===== src/verilog/exec_pkg.sv =====
`default_nettype none

package exec_pkg;

  localparam int REG_ADDR_W = 4; // x0 to x15.
  localparam int NUM_REGS = 16;

  typedef enum logic [3:0] {
    OP_ADD  = 4'd0,
    OP_SUB  = 4'd1,
    OP_AND  = 4'd2,
    OP_OR   = 4'd3,
    OP_XOR  = 4'd4,
    OP_SLL  = 4'd5,
    OP_SRL  = 4'd6,
    OP_SRA  = 4'd7,
    OP_SLT  = 4'd8,
    OP_SLTU = 4'd9,
    OP_LUI  = 4'd10, // imm arrives already shifted.
    OP_DIVU = 4'd11,
    OP_REMU = 4'd12
  } alu_op_t;

  typedef enum logic [1:0] {
    ST_IDLE     = 2'd0,
    ST_EXEC     = 2'd1, // alu op, retires at next edge.
    ST_DIV_WAIT = 2'd2
  } stage_state_t;

endpackage

`default_nettype wire

===== src/verilog/execute_unit.sv =====
`timescale 1ns/1ps
`default_nettype none

module execute_unit #(
  parameter int xlen = 32
) (
  input  logic                            clock,
  input  logic                            reset,
  input  logic                            issue_valid,
  input  exec_pkg::alu_op_t               issue_op,
  input  logic [exec_pkg::REG_ADDR_W-1:0] issue_rs1,
  input  logic [exec_pkg::REG_ADDR_W-1:0] issue_rs2,
  input  logic [exec_pkg::REG_ADDR_W-1:0] issue_rd,
  input  logic [xlen-1:0]                 issue_imm,
  input  logic                            issue_use_imm,
  input  logic                            flush,
  output logic                            stall,
  output logic                            result_valid,
  output logic [exec_pkg::REG_ADDR_W-1:0] result_rd,
  output logic [xlen-1:0]                 result_data
);

  logic [exec_pkg::REG_ADDR_W-1:0] rs1_addr;
  logic [exec_pkg::REG_ADDR_W-1:0] rs2_addr;
  logic [xlen-1:0]                 rf_data1;
  logic [xlen-1:0]                 rf_data2;
  logic [xlen-1:0]                 op_a;
  logic [xlen-1:0]                 op_b;
  exec_pkg::alu_op_t               alu_op;
  logic [xlen-1:0]                 alu_a;
  logic [xlen-1:0]                 alu_b;
  logic [xlen-1:0]                 alu_result;
  logic                            div_start;
  logic                            div_abort;
  logic                            div_want_rem;
  logic                            div_ready;
  logic [xlen-1:0]                 div_result;

  operand_forward #(.xlen(xlen)) u_forward (
    .rs1_addr  (rs1_addr),
    .rs2_addr  (rs2_addr),
    .rf_data1  (rf_data1),
    .rf_data2  (rf_data2),
    .fwd_valid (result_valid),
    .fwd_rd    (result_rd),
    .fwd_data  (result_data),
    .op_a      (op_a),
    .op_b      (op_b)
  );

  int_alu #(.xlen(xlen)) u_alu (
    .op     (alu_op),
    .a      (alu_a),
    .b      (alu_b),
    .result (alu_result)
  );

  iter_divider #(.xlen(xlen)) u_divider (
    .clock    (clock),
    .reset    (reset),
    .start    (div_start),
    .abort    (div_abort),
    .want_rem (div_want_rem),
    .dividend (alu_a),
    .divisor  (alu_b),
    .ready    (div_ready),
    .result   (div_result)
  );

  execute_stage #(.xlen(xlen)) u_stage (
    .clock         (clock),
    .reset         (reset),
    .issue_valid   (issue_valid),
    .issue_op      (issue_op),
    .issue_rs1     (issue_rs1),
    .issue_rs2     (issue_rs2),
    .issue_rd      (issue_rd),
    .issue_imm     (issue_imm),
    .issue_use_imm (issue_use_imm),
    .flush         (flush),
    .stall         (stall),
    .rs1_addr      (rs1_addr),
    .rs2_addr      (rs2_addr),
    .op_a          (op_a),
    .op_b          (op_b),
    .alu_op        (alu_op),
    .alu_a         (alu_a),
    .alu_b         (alu_b),
    .alu_result    (alu_result),
    .div_start     (div_start),
    .div_abort     (div_abort),
    .div_want_rem  (div_want_rem),
    .div_ready     (div_ready),
    .div_result    (div_result),
    .result_valid  (result_valid),
    .result_rd     (result_rd),
    .result_data   (result_data)
  );

  // writeback one edge after the result register.
  register_file #(.xlen(xlen)) u_regfile (
    .clock    (clock),
    .reset    (reset),
    .rd_addr1 (rs1_addr),
    .rd_addr2 (rs2_addr),
    .rd_data1 (rf_data1),
    .rd_data2 (rf_data2),
    .wr_en    (result_valid),
    .wr_addr  (result_rd),
    .wr_data  (result_data)
  );

endmodule

`default_nettype wire


===== src/verilog/execute_stage.sv =====
`timescale 1ns/1ps
`default_nettype none

module execute_stage #(
  parameter int xlen = 32
) (
  input  logic                            clock,
  input  logic                            reset,
  input  logic                            issue_valid,
  input  exec_pkg::alu_op_t               issue_op,
  input  logic [exec_pkg::REG_ADDR_W-1:0] issue_rs1,
  input  logic [exec_pkg::REG_ADDR_W-1:0] issue_rs2,
  input  logic [exec_pkg::REG_ADDR_W-1:0] issue_rd,
  input  logic [xlen-1:0]                 issue_imm,
  input  logic                            issue_use_imm,
  input  logic                            flush,
  output logic                            stall,
  output logic [exec_pkg::REG_ADDR_W-1:0] rs1_addr,
  output logic [exec_pkg::REG_ADDR_W-1:0] rs2_addr,
  input  logic [xlen-1:0]                 op_a,
  input  logic [xlen-1:0]                 op_b,
  output exec_pkg::alu_op_t               alu_op,
  output logic [xlen-1:0]                 alu_a,
  output logic [xlen-1:0]                 alu_b,
  input  logic [xlen-1:0]                 alu_result,
  output logic                            div_start,
  output logic                            div_abort,
  output logic                            div_want_rem,
  input  logic                            div_ready,
  input  logic [xlen-1:0]                 div_result,
  output logic                            result_valid,
  output logic [exec_pkg::REG_ADDR_W-1:0] result_rd,
  output logic [xlen-1:0]                 result_data
);

  exec_pkg::stage_state_t          state;
  exec_pkg::alu_op_t               instr_op;
  logic [exec_pkg::REG_ADDR_W-1:0] instr_rs1;
  logic [exec_pkg::REG_ADDR_W-1:0] instr_rs2;
  logic [exec_pkg::REG_ADDR_W-1:0] instr_rd;
  logic [xlen-1:0]                 instr_imm;
  logic                            instr_use_imm;
  logic                            issue_is_div;
  logic                            accept;
  logic                            alu_done;
  logic                            div_done;
  logic                            retire;

  assign issue_is_div = (issue_op == exec_pkg::OP_DIVU) || (issue_op == exec_pkg::OP_REMU);
  assign accept = issue_valid && !stall;

  // ready can still be high from the previous divide during the start cycle.
  assign stall = (state == exec_pkg::ST_DIV_WAIT) && (div_start || !div_ready);
  assign alu_done = (state == exec_pkg::ST_EXEC);
  assign div_done = (state == exec_pkg::ST_DIV_WAIT) && !div_start && div_ready;
  assign retire = (alu_done || div_done) && !flush;

  assign rs1_addr = instr_rs1;
  assign rs2_addr = instr_rs2;
  assign alu_op = instr_op;
  assign alu_a = op_a;
  assign alu_b = instr_use_imm ? instr_imm : op_b; // also the divisor.
  assign div_abort = flush;
  assign div_want_rem = (instr_op == exec_pkg::OP_REMU);

  always_ff @(posedge clock) begin
    if (!reset) begin
      state <= exec_pkg::ST_IDLE;
      div_start <= 1'b0;
      result_valid <= 1'b0;
    end else begin
      div_start <= 1'b0;
      result_valid <= retire;
      if (flush) begin
        state <= exec_pkg::ST_IDLE;
      end else if (accept) begin
        state <= issue_is_div ? exec_pkg::ST_DIV_WAIT : exec_pkg::ST_EXEC;
        div_start <= issue_is_div; // operands are forwarded next cycle.
      end else if (retire) begin
        state <= exec_pkg::ST_IDLE;
      end
    end
  end

  always_ff @(posedge clock) begin
    if (accept) begin
      instr_op <= issue_op;
      instr_rs1 <= issue_rs1;
      instr_rs2 <= issue_rs2;
      instr_rd <= issue_rd;
      instr_imm <= issue_imm;
      instr_use_imm <= issue_use_imm;
    end
    if (retire) begin
      result_rd <= instr_rd;
      result_data <= div_done ? div_result : alu_result;
    end
  end

endmodule

`default_nettype wire


===== src/verilog/register_file.sv =====
`timescale 1ns/1ps
`default_nettype none

module register_file #(
  parameter int xlen = 32
) (
  input  logic                            clock,
  input  logic                            reset,
  input  logic [exec_pkg::REG_ADDR_W-1:0] rd_addr1,
  input  logic [exec_pkg::REG_ADDR_W-1:0] rd_addr2,
  output logic [xlen-1:0]                 rd_data1,
  output logic [xlen-1:0]                 rd_data2,
  input  logic                            wr_en,
  input  logic [exec_pkg::REG_ADDR_W-1:0] wr_addr,
  input  logic [xlen-1:0]                 wr_data
);

  logic [xlen-1:0] regs [exec_pkg::NUM_REGS];

  always_ff @(posedge clock) begin
    if (!reset) begin
      for (int i = 0; i < exec_pkg::NUM_REGS; i++) begin
        regs[i] <= '0;
      end
    end else if (wr_en && (wr_addr != '0)) begin
      regs[wr_addr] <= wr_data;
    end
  end

  assign rd_data1 = (rd_addr1 == '0) ? '0 : regs[rd_addr1]; // x0 reads zero.
  assign rd_data2 = (rd_addr2 == '0) ? '0 : regs[rd_addr2];

endmodule

`default_nettype wire


===== src/verilog/iter_divider.sv =====
`timescale 1ns/1ps
`default_nettype none

module iter_divider #(
  parameter int xlen = 32
) (
  input  logic            clock,
  input  logic            reset,
  input  logic            start,
  input  logic            abort,
  input  logic            want_rem,
  input  logic [xlen-1:0] dividend,
  input  logic [xlen-1:0] divisor,
  output logic            ready,
  output logic [xlen-1:0] result
);

  localparam int CNT_W = $clog2(xlen + 1);

  logic             busy;
  logic [CNT_W-1:0] count;
  logic [xlen-1:0]  rem_q;
  logic [xlen-1:0]  quo_q;
  logic [xlen-1:0]  divisor_q;
  logic             rem_sel;
  logic [xlen:0]    partial;
  logic [xlen:0]    diff;

  // one restoring step, borrow in the top bit.
  assign partial = {rem_q, quo_q[xlen-1]};
  assign diff = partial - {1'b0, divisor_q};

  always_ff @(posedge clock) begin
    if (!reset) begin
      busy <= 1'b0;
      ready <= 1'b0;
      count <= '0;
    end else if (abort) begin
      busy <= 1'b0;
      ready <= 1'b0;
      count <= '0;
    end else if (start) begin
      busy <= 1'b1;
      ready <= 1'b0;
      count <= CNT_W'(xlen);
    end else if (busy) begin
      count <= count - CNT_W'(1);
      if (count == CNT_W'(1)) begin
        busy <= 1'b0;
        ready <= 1'b1; // held until next start.
      end
    end
  end

  // zero divisor never borrows, so quotient is all ones and rem the dividend.
  always_ff @(posedge clock) begin
    if (start) begin
      rem_q <= '0;
      quo_q <= dividend;
      divisor_q <= divisor;
      rem_sel <= want_rem;
    end else if (busy) begin
      rem_q <= diff[xlen] ? partial[xlen-1:0] : diff[xlen-1:0];
      quo_q <= {quo_q[xlen-2:0], ~diff[xlen]};
    end
  end

  assign result = rem_sel ? rem_q : quo_q;

endmodule

`default_nettype wire


===== src/verilog/int_alu.sv =====
`timescale 1ns/1ps
`default_nettype none

module int_alu #(
  parameter int xlen = 32
) (
  input  exec_pkg::alu_op_t op,
  input  logic [xlen-1:0]   a,
  input  logic [xlen-1:0]   b,
  output logic [xlen-1:0]   result
);

  localparam int SHAMT_W = $clog2(xlen);

  logic [SHAMT_W-1:0] shamt;

  assign shamt = b[SHAMT_W-1:0];

  always_comb begin
    case (op)
      exec_pkg::OP_ADD:  result = a + b;
      exec_pkg::OP_SUB:  result = a - b;
      exec_pkg::OP_AND:  result = a & b;
      exec_pkg::OP_OR:   result = a | b;
      exec_pkg::OP_XOR:  result = a ^ b;
      exec_pkg::OP_SLL:  result = a << shamt;
      exec_pkg::OP_SRL:  result = a >> shamt;
      exec_pkg::OP_SRA:  result = $signed(a) >>> shamt;
      exec_pkg::OP_SLT:  result = {{(xlen-1){1'b0}}, ($signed(a) < $signed(b))};
      exec_pkg::OP_SLTU: result = {{(xlen-1){1'b0}}, (a < b)};
      exec_pkg::OP_LUI:  result = b;
      exec_pkg::OP_DIVU,
      exec_pkg::OP_REMU: result = '0; // taken from the divider.
      default:           result = '0;
    endcase
  end

endmodule

`default_nettype wire


===== src/verilog/operand_forward.sv =====
`timescale 1ns/1ps
`default_nettype none

module operand_forward #(
  parameter int xlen = 32
) (
  input  logic [exec_pkg::REG_ADDR_W-1:0] rs1_addr,
  input  logic [exec_pkg::REG_ADDR_W-1:0] rs2_addr,
  input  logic [xlen-1:0]                 rf_data1,
  input  logic [xlen-1:0]                 rf_data2,
  input  logic                            fwd_valid,
  input  logic [exec_pkg::REG_ADDR_W-1:0] fwd_rd,
  input  logic [xlen-1:0]                 fwd_data,
  output logic [xlen-1:0]                 op_a,
  output logic [xlen-1:0]                 op_b
);

  logic hit1;
  logic hit2;

  // result register is one edge ahead of the register file.
  assign hit1 = fwd_valid && (fwd_rd == rs1_addr) && (rs1_addr != '0);
  assign hit2 = fwd_valid && (fwd_rd == rs2_addr) && (rs2_addr != '0);

  assign op_a = hit1 ? fwd_data : rf_data1;
  assign op_b = hit2 ? fwd_data : rf_data2;

endmodule

`default_nettype wire


===== config.mk =====
export PLATFORM = sky130hd
export DESIGN_NAME = execute_unit
export DESIGN_NICKNAME = d
export VERILOG_FILES = /design/src/verilog/exec_pkg.sv /design/src/verilog/execute_unit.sv /design/src/verilog/execute_stage.sv /design/src/verilog/register_file.sv /design/src/verilog/iter_divider.sv /design/src/verilog/int_alu.sv /design/src/verilog/operand_forward.sv
export SDC_FILE = /design/constraint.sdc
export NUM_CORES = 2
export LEC_CHECK = 0
export CAP_MARGIN = 20
export CORE_AREA = 2 2 292 294
export CTS_BUF_LIST = sky130_fd_sc_hd__clkbuf_8
export CTS_CLUSTER_SIZE = 40
export DETAILED_ROUTE_END_ITERATION = 10
export DIE_AREA = 0 0 294 296
export DONT_BUFFER_PORTS = 1
export PLACE_DENSITY_LB_ADDON = 0.1
export RECOVER_POWER = 100
export SYNTH_ARGS = -nofsm -noshare
export SYNTH_HDL_FRONTEND = slang
export SYNTH_SLANG_ARGS = --single-unit

===== constraint.sdc =====
create_clock -name clock -period 5.75 [get_ports clock]
set_input_delay 0.575 -clock clock [delete_from_list [all_inputs] [get_ports clock]]
set_output_delay 0.575 -clock clock [all_outputs]
set_load 0.005 [all_outputs]

# [After elaboration in Yosys (flattened, before gate mapping)]
# Memories as Yosys holds them, arrays and structs flattened. A register that Yosys moved wholly into a read port is not among the register bits.
# Cells that the tools add are included.
[totals] regBits=194 latchBits=0 ram_bits=512 rom_bits=0 in_bits=53 output_inout_bits=38 word_cells=111 memories=1
[memory_table] memory="u_regfile.regs" words=16 word_bits=32 rd=2 rd_ports_with_merged_regs=2 wr=16 line="register_file.sv:18" source="logic [xlen-1:0] regs [exec_pkg::NUM_REGS];"
[op_classes] add_sub_neg=4 n_mul=0 div=0 order_cmp=2 n_eq_ne=18 shifts=3 n_mux=28 bitwise=6 n_reduce_logical=30
[ops] cell="2-to-1 mux 32 bit" count=11
[ops] cell="one-hot mux 32 bit (11 select lines)" count=1
[ops] cell="< comparator 32 bit" count=2
[ops] cell="subtractor 33 x 32 -> 33 bit" count=1
[ops] cell="adder 32 bit" count=1
[ops] cell="bitwise AND 32 bit" count=1
[ops] cell="OR 32 bit" count=1
[ops] cell="OR reduction 32 bit" count=1
[ops] cell="left shift 32 x 5 -> 32 bit" count=1
[ops] cell=">> shifter 32 x 5 -> 32 bit" count=1
[ops] cell=">>> shifter 32 x 5 -> 32 bit" count=1
[ops] cell="subtractor 32 bit" count=1
[ops] cell="XOR 32 bit" count=1
[ops] cell="equality test 4 bit, second input constant" count=6
[ops] cell="equality test 4 x 3 -> 1 bit, second input constant" count=4
[ops] cell="zero test 4 bit" count=3
[ops] cell="2-to-1 mux 4 bit" count=3
[ops] cell="2-to-1 mux 6 bit" count=2
[ops] cell="nonzero test 4 bit" count=3
[ops] cell="logical AND 1 bit" count=10
[ops] cell="equality test 4 x 2 -> 1 bit, second input constant" count=2
[ops] cell="equality test 4 bit" count=2
[ops] cell="2-to-1 mux 1 bit" count=8
[ops] cell="equality test 6 x 1 -> 1 bit, second input constant" count=1
[ops] cell="12 further kinds" count=23

# [Logic depth before layout (Yosys ltp)]
[depth] word_depth=8 depth_mapped=26

# [By module]
# Synthesis repeated with hierarchy kept, for this count alone.
[hier_totals] cells_unflattened=4016 area_unflattened_um2=45561.2
[modules_own_cells] mod="register_file" n_inst=1 cells_per_inst=1778 area_each_um2=25564.5 seq_area_each_um2=14443.9
[modules_own_cells] mod="int_alu" n_inst=1 cells_per_inst=1302 area_each_um2=8549.4 seq_area_each_um2=0.0
[modules_own_cells] mod="iter_divider" n_inst=1 cells_per_inst=634 area_each_um2=6376.1 seq_area_each_um2=2752.6
[modules_own_cells] mod="execute_stage" n_inst=1 cells_per_inst=216 area_each_um2=3935.0 seq_area_each_um2=2632.5
[modules_own_cells] mod="operand_forward" n_inst=1 cells_per_inst=86 area_each_um2=1136.1 seq_area_each_um2=0.0

# [Least setup slack after synthesis]
# No wires, ideal clock.
[synth_path] path_kind="register to register" start="register (tool-made name)" end="register u_stage.result_data[27] (data pin)" setup_ps=265 arrival_ps=5547 slack_ps=-62 path_stages_with_launch=26 n_path_buf=6 cell_sequence="dfxtp_1 > buf_2 > buf_2 > buf_2 > buf_2 > clkbuf_1 > clkbuf_1 > mux4_2 > mux4_2 > nand2_1 > a21oi_1 > a21oi_1 > inv_1 > ha_1 > inv_1 > nand2_1 > a211o_1 > a31oi_1 > o31ai_1 > a221oi_1 > o21ai_1 > a21oi_1 > o21ai_0 > and3_1 > o32ai_1 > a31oi_1"
[synth_rtl] element="end signal: assignment" line="execute_stage.sv:96" source="result_data <= div_done ? div_result : alu_result;"
[synth_rtl] element="end: declaration" line="execute_stage.sv:33" source="output logic [xlen-1:0] result_data"

# [Worst setup path in the final report]
[layout_path] start="register u_stage.result_rd[3] in the netlist's numbering" end="register u_stage.result_data[6] (data pin)"
[layout_via] elab_chain_cells=8 elab_cells_between_ends=19 cone_classes="add/sub: 2; eq/ne: 2; shift: 3; mux: 5; bitwise: 3; reduce/logical: 4"
[layout_rtl] element="start: declaration" line="execute_stage.sv:32" source="output logic [exec_pkg::REG_ADDR_W-1:0] result_rd,"
[layout_rtl] element="start signal: assignment" line="execute_stage.sv:95" source="result_rd <= instr_rd;"
[layout_rtl] element="equality test 4 bit" line="operand_forward.sv:23" source="assign hit2 = fwd_valid && (fwd_rd == rs2_addr) && (rs2_addr != '0);"
[layout_rtl] element="logical AND 1 bit (2 in series)" line="operand_forward.sv:23"
[layout_rtl] element="2-to-1 mux 32 bit" line="operand_forward.sv:26" source="assign op_b = hit2 ? fwd_data : rf_data2;"
[layout_rtl] element="2-to-1 mux 32 bit" line="execute_stage.sv:62" source="assign alu_b = instr_use_imm ? instr_imm : op_b;"
[layout_rtl] element="subtractor 32 bit, or another cell as far along" line="int_alu.sv:22" source="exec_pkg::OP_SUB: result = a - b;"
[layout_rtl] element="one-hot mux 32 bit (11 select lines) (*)" line="int_alu.sv:20" source="case (op)"
[layout_rtl] element="2-to-1 mux 32 bit (*)" line="execute_stage.sv:96"
# Mark *: on every way between the ends. The rest lies on a longest branch, timed or not.
# A chain may end at the register's enable or synchronous reset.

==> impl_summary.txt <==
----------------------------------------------------
[Status]
  Run status ... finished, violations left
  Failing checks ... capacitance limit, slew limit

[Yosys]
  Part of the Yosys area used for sequential elements ... 0.457
  Adder-Cell Fraction of Synth Area ... 0.0374
  Largest area contributor in the netlist ... sky130_fd_sc_hd__edfxtp_1
  Simple-gate area share of the yosys netlist ... 0.135
  Predominant post-synthesis flop cell ... sky130_fd_sc_hd__edfxtp_1
  Average cell area after synthesis ... 11.6 sq um
  Synthesis warning total ... 0
  Count of state elements after synthesis ... 714
  Unique cell type count in the Yosys netlist ... 95
  Share of the synthesized area in the top cell type ... 0.434
  Cell count after synthesis ... 3,938
  Most frequently used cell type in the post-synthesis netlist ... sky130_fd_sc_hd__edfxtp_1
  Number of synthesized flops with an enable pin ... 662
  Multiplexer area fraction after synthesis ... 0.193
  Largest family of logic cells by synthesized area ... multiplexers
  Syn Std Cell Area ... ~0.046 sq mm
  Commonest cells in the synthesized netlist ... 662 x sky130_fd_sc_hd__edfxtp_1, 467 x sky130_fd_sc_hd__and2_1, 292 x sky130_fd_sc_hd__nor2_1
  Async S/R FF share, synth ... 0
  Compound-Gate Fraction of Synth Area ... 0.123
  Area share of xor/xnor cells in the synthesized design ... 0.0116
  Main area contributors after synthesis ... sky130_fd_sc_hd__edfxtp_1 43%, sky130_fd_sc_hd__mux4_2 14%, sky130_fd_sc_hd__and2_1 6.4%, sky130_fd_sc_hd__mux2i_1 4.5%, sky130_fd_sc_hd__ha_1 3.6%

[Layout]
  Layout cell share with drive strength beyond 1 ... 0.184
  Area overhead of the layout relative to synthesis ... 11.1%
  Net count, final ... 4,270
  Final standard cell utilization of the core ... 0.605
  Number of standard cells in the layout, taps in and fillers out ... 5,280
  Fill cell count ... roughly 7,000

[Floorplan]
  Floorplan die height ... 296 um
  Count of standard-cell rows ... between 100 and 150
  Starting Density ... 0.544
  Die boundary width ... 294 um
  I/O pin count ... around 90
  Total core area ... 0.0842 sq mm
  DIE AREA ... between 0.08 and 0.09 sq mm

[GRT]
  Pin count of the biggest net entering global routing ... 70
  Grt ovf ... 0
  Gr usage total ... 0.401
  Met3 global-route usage ... 0.110
  Number of global-route vias before repair ... 35,446
  Met2 demand-to-capacity share in global routing ... 0.590
  Most congested layer reported by global routing ... met2
  Wire length of the first global-routing pass ... 249 mm
  Initial antenna violation count ... 5
  Global-route track usage on met1 ... 0.553

[Detailed routing]
  Initial DRT Pass Iterations ... 6
  DRC violations left ... 0
  Initial DRC count ... 5,107
  Mean routed wirelength per cell ... 33.3 um
  Vias/cell ... just under 7
  Residual antenna-violating net count after detailed routing ... 0
  Final wirelength ... approximately 180 mm
  Total via count after detailed routing ... 36,309

[Clock network]
  Number of buffers created by CTS ... 120
  Clock Tree Buf Depth ... 3
  Later-pin clock latency in the skew report ... 0.81 ns
  Total number of clock tree sinks ... 714
  Root Buffer ... sky130_fd_sc_hd__clkbuf_8
  CTS tree ... built
  Clock-pin transition on the worst setup and hold timing paths ... 0.07 ns
  H-tree depth ... 3

[STA]
  Crit path time final ... 5.67 ns
  Pin slew with the least headroom to its limit ... 3.60 ns
  Max Transition Viols Final ... 969
  Fin worst setup slack ... between 0.07 and 0.08 ns
  Worst slew margin ... -1.40
  Number of failing setup endpoints in the final timing report ... 0
  Highest attainable clock frequency ... 0.176 GHz
  Final hold violations ... 0
  Final worst-path cycle share ... 0.987
  Clock skew after layout ... 0.0480 ns

[Placement]
  Placed cell count ... about 5,000
  Final weighted congestion of routability-driven global placement ... between 1 and 1.5
  Setup slack after placement ... roughly 0.070 ns
  HPWL after DPL ... about 120 mm
  # port buffers ... 0

[Critical path]
  Largest driver fanout on the critical path ... 46
  CP Data Arrival Time ... 6.21 ns
  Startpoint types ... flip-flop
  CP Class ... reg -> reg
  Data required time of the worst path ... 6.29 ns
  Worst Setup End Kind ... flip-flop

[Pwr]
  Pwr per Cell Area ... 300 mW/mm^2
  Overall power ... 15,300 uW
  Internal power contribution ... between 10,000 and 15,000 uW
  Share of total power in sequential cells ... 0.403
  Comb pwr share ... 0.293
  Clock group share of total power ... 0.304
  Leakage dissipation ... 0.0192 uW
  Fraction of power spent switching nets ... 0.342
  Peak supply drop ... ~0.00025 V
  Reported net switching power ... 5220 uW

[Hold path]
  Worst hold-check path type ... in -> reg

[Flow run]
  Max-cap violations ... 38

----------------------------------------------------
## area by class of cell
| cell class | instances | area [sq um] | share of cell area |
|---|---|---|---|
| Timing Repair Buffer | 312 | 2460 | 0.0484 |
| Tap cell | 1090 | 1360 | 0.0268 |
| Antenna cell | 4 | 10.0 | 0.000197 |
| Sequential cell | 714 | 20900 | 0.411 |
| Clock buffer | 125 | 1720 | 0.0338 |
| Clock inverter | 101 | 664 | 0.0130 |
| Inverter | 148 | 556 | 0.0109 |
| Multi-Input combinational cell | 2786 | 23200 | 0.456 |
## state kept, by name (all words and copies together) (netlist names), named ones only
register,flops
u_divider.busy,1
u_divider.count,6
u_divider.divisor_q,32
u_divider.quo_q,32
u_divider.ready,1
u_divider.rem_q,32
u_divider.rem_sel,1
u_regfile.regs,512
u_stage.alu_op,4
u_stage.div_start,1
u_stage.instr_imm,32
u_stage.instr_rd,4
u_stage.instr_use_imm,1
u_stage.result_data,32
u_stage.result_rd,4
u_stage.result_valid,1
u_stage.rs1_addr,4
u_stage.rs2_addr,4
u_stage.state,2
## timing repair
item | 4_1_cts | 5_1_grt
gates resized for setup | 0 | 17
setup buffers | 0 | 1
hold buffers | 49 | 0
endpoints found under the hold margin | 57 | 0
endpoints found under the setup margin | 0 | 10
## logic make-up (layout without fill, tap and decap cells)
family	after synthesis	after routing
multiplexers	521	521
AND/OR/NAND/NOR	1214	1214
other	1	36
XOR/XNOR	60	60
buffers and inverters	469	686
flip-flops	714	714
adder cells (fa/ha/maj)	135	135
AO/OA/AOI/OAI	824	824
## per-stage QoR
| stage | cell area (sq um) | TNS [ns] | hold slack [ns] |
|---|---|---|---|
| after detailed placement | 48300 | 0 | 0.405 |
| final | 50900 | 0 | 0.101 |
| after global placement | 48200 | 0 | 0.408 |
| after floorplan | 45900 | 0 | 0.400 |
| after global routing | 50900 | -0.00162 | 0.0476 |
| after CTS | 51200 | 0 | 0.0365 |
## cells in the final DEF, fill, tap and decap left out, types with 49 or more instances in the layout
master / count
sky130_fd_sc_hd__edfxtp_1: 662
sky130_fd_sc_hd__o21ai_0: 122
sky130_fd_sc_hd__nor2_1: 282
sky130_fd_sc_hd__a22oi_1: 58
sky130_fd_sc_hd__ha_1: 131
sky130_fd_sc_hd__nand2_1: 240
sky130_fd_sc_hd__nor3_1: 72
sky130_fd_sc_hd__clkbuf_8: 125
sky130_fd_sc_hd__and2_1: 197
sky130_fd_sc_hd__and2_0: 270
sky130_fd_sc_hd__mux4_2: 283
sky130_fd_sc_hd__dlygate4sd3_1: 49
sky130_fd_sc_hd__inv_1: 178
sky130_fd_sc_hd__mux2i_1: 207
sky130_fd_sc_hd__a21oi_1: 222
sky130_fd_sc_hd__buf_4: 201
## per-layer routing
metal,share of wire,vias up
met3,0.12,463
met4,0.054,4
met2,0.44,2567
met1,0.39,18066
li1,-,15209
met5,0.00012,-
## worst max-delay path, cell delays in order, from the launching register on
cell                       delay (ns)
sky130_fd_sc_hd__edfxtp_1        0.55
sky130_fd_sc_hd__clkbuf_1        0.27
sky130_fd_sc_hd__nand2_1         0.14
sky130_fd_sc_hd__o41ai_2         0.33
sky130_fd_sc_hd__o21a_1          0.39
sky130_fd_sc_hd__o31a_2          0.23
sky130_fd_sc_hd__buf_4           0.36
sky130_fd_sc_hd__buf_2           1.00
sky130_fd_sc_hd__nand2_1         0.22
sky130_fd_sc_hd__nor2_1          0.53
sky130_fd_sc_hd__a21oi_1         0.22
sky130_fd_sc_hd__nor3_1          0.30
sky130_fd_sc_hd__nor3_1          0.13
sky130_fd_sc_hd__buf_4           0.15
sky130_fd_sc_hd__o32ai_1         0.46
## worst paths after layout
path,slack (ns),start,endpoint,depth (start not counted)
hold / removal,0.10,reset,u_stage.result_valid$_SDFF_PN0_,2
setup / recovery,0.08,u_stage.result_rd[3]$_DFFE_PP_,u_stage.result_data[6]$_DFFE_PP_,14
setup reg to reg,0.08,u_stage.result_rd[3]$_DFFE_PP_,u_stage.result_data[6]$_DFFE_PP_,14
hold reg to reg,0.42,u_stage.instr_rd[1]$_DFFE_PP_,u_stage.result_rd[1]$_DFFE_PP_,0
## power by group through the flow
stage	logic [uW]	clock network, uW	registers, uW
3_5_place_dp	4260	0	6250
3_3_place_gp	4230	0	6230
4_1_cts	4320	4670	6140
2_1_floorplan	2810	0	6120
5_1_grt	4710	4890	6180
6_report	4470	4650	6160
No activity file was read; power rests on OpenSTA's default activity.
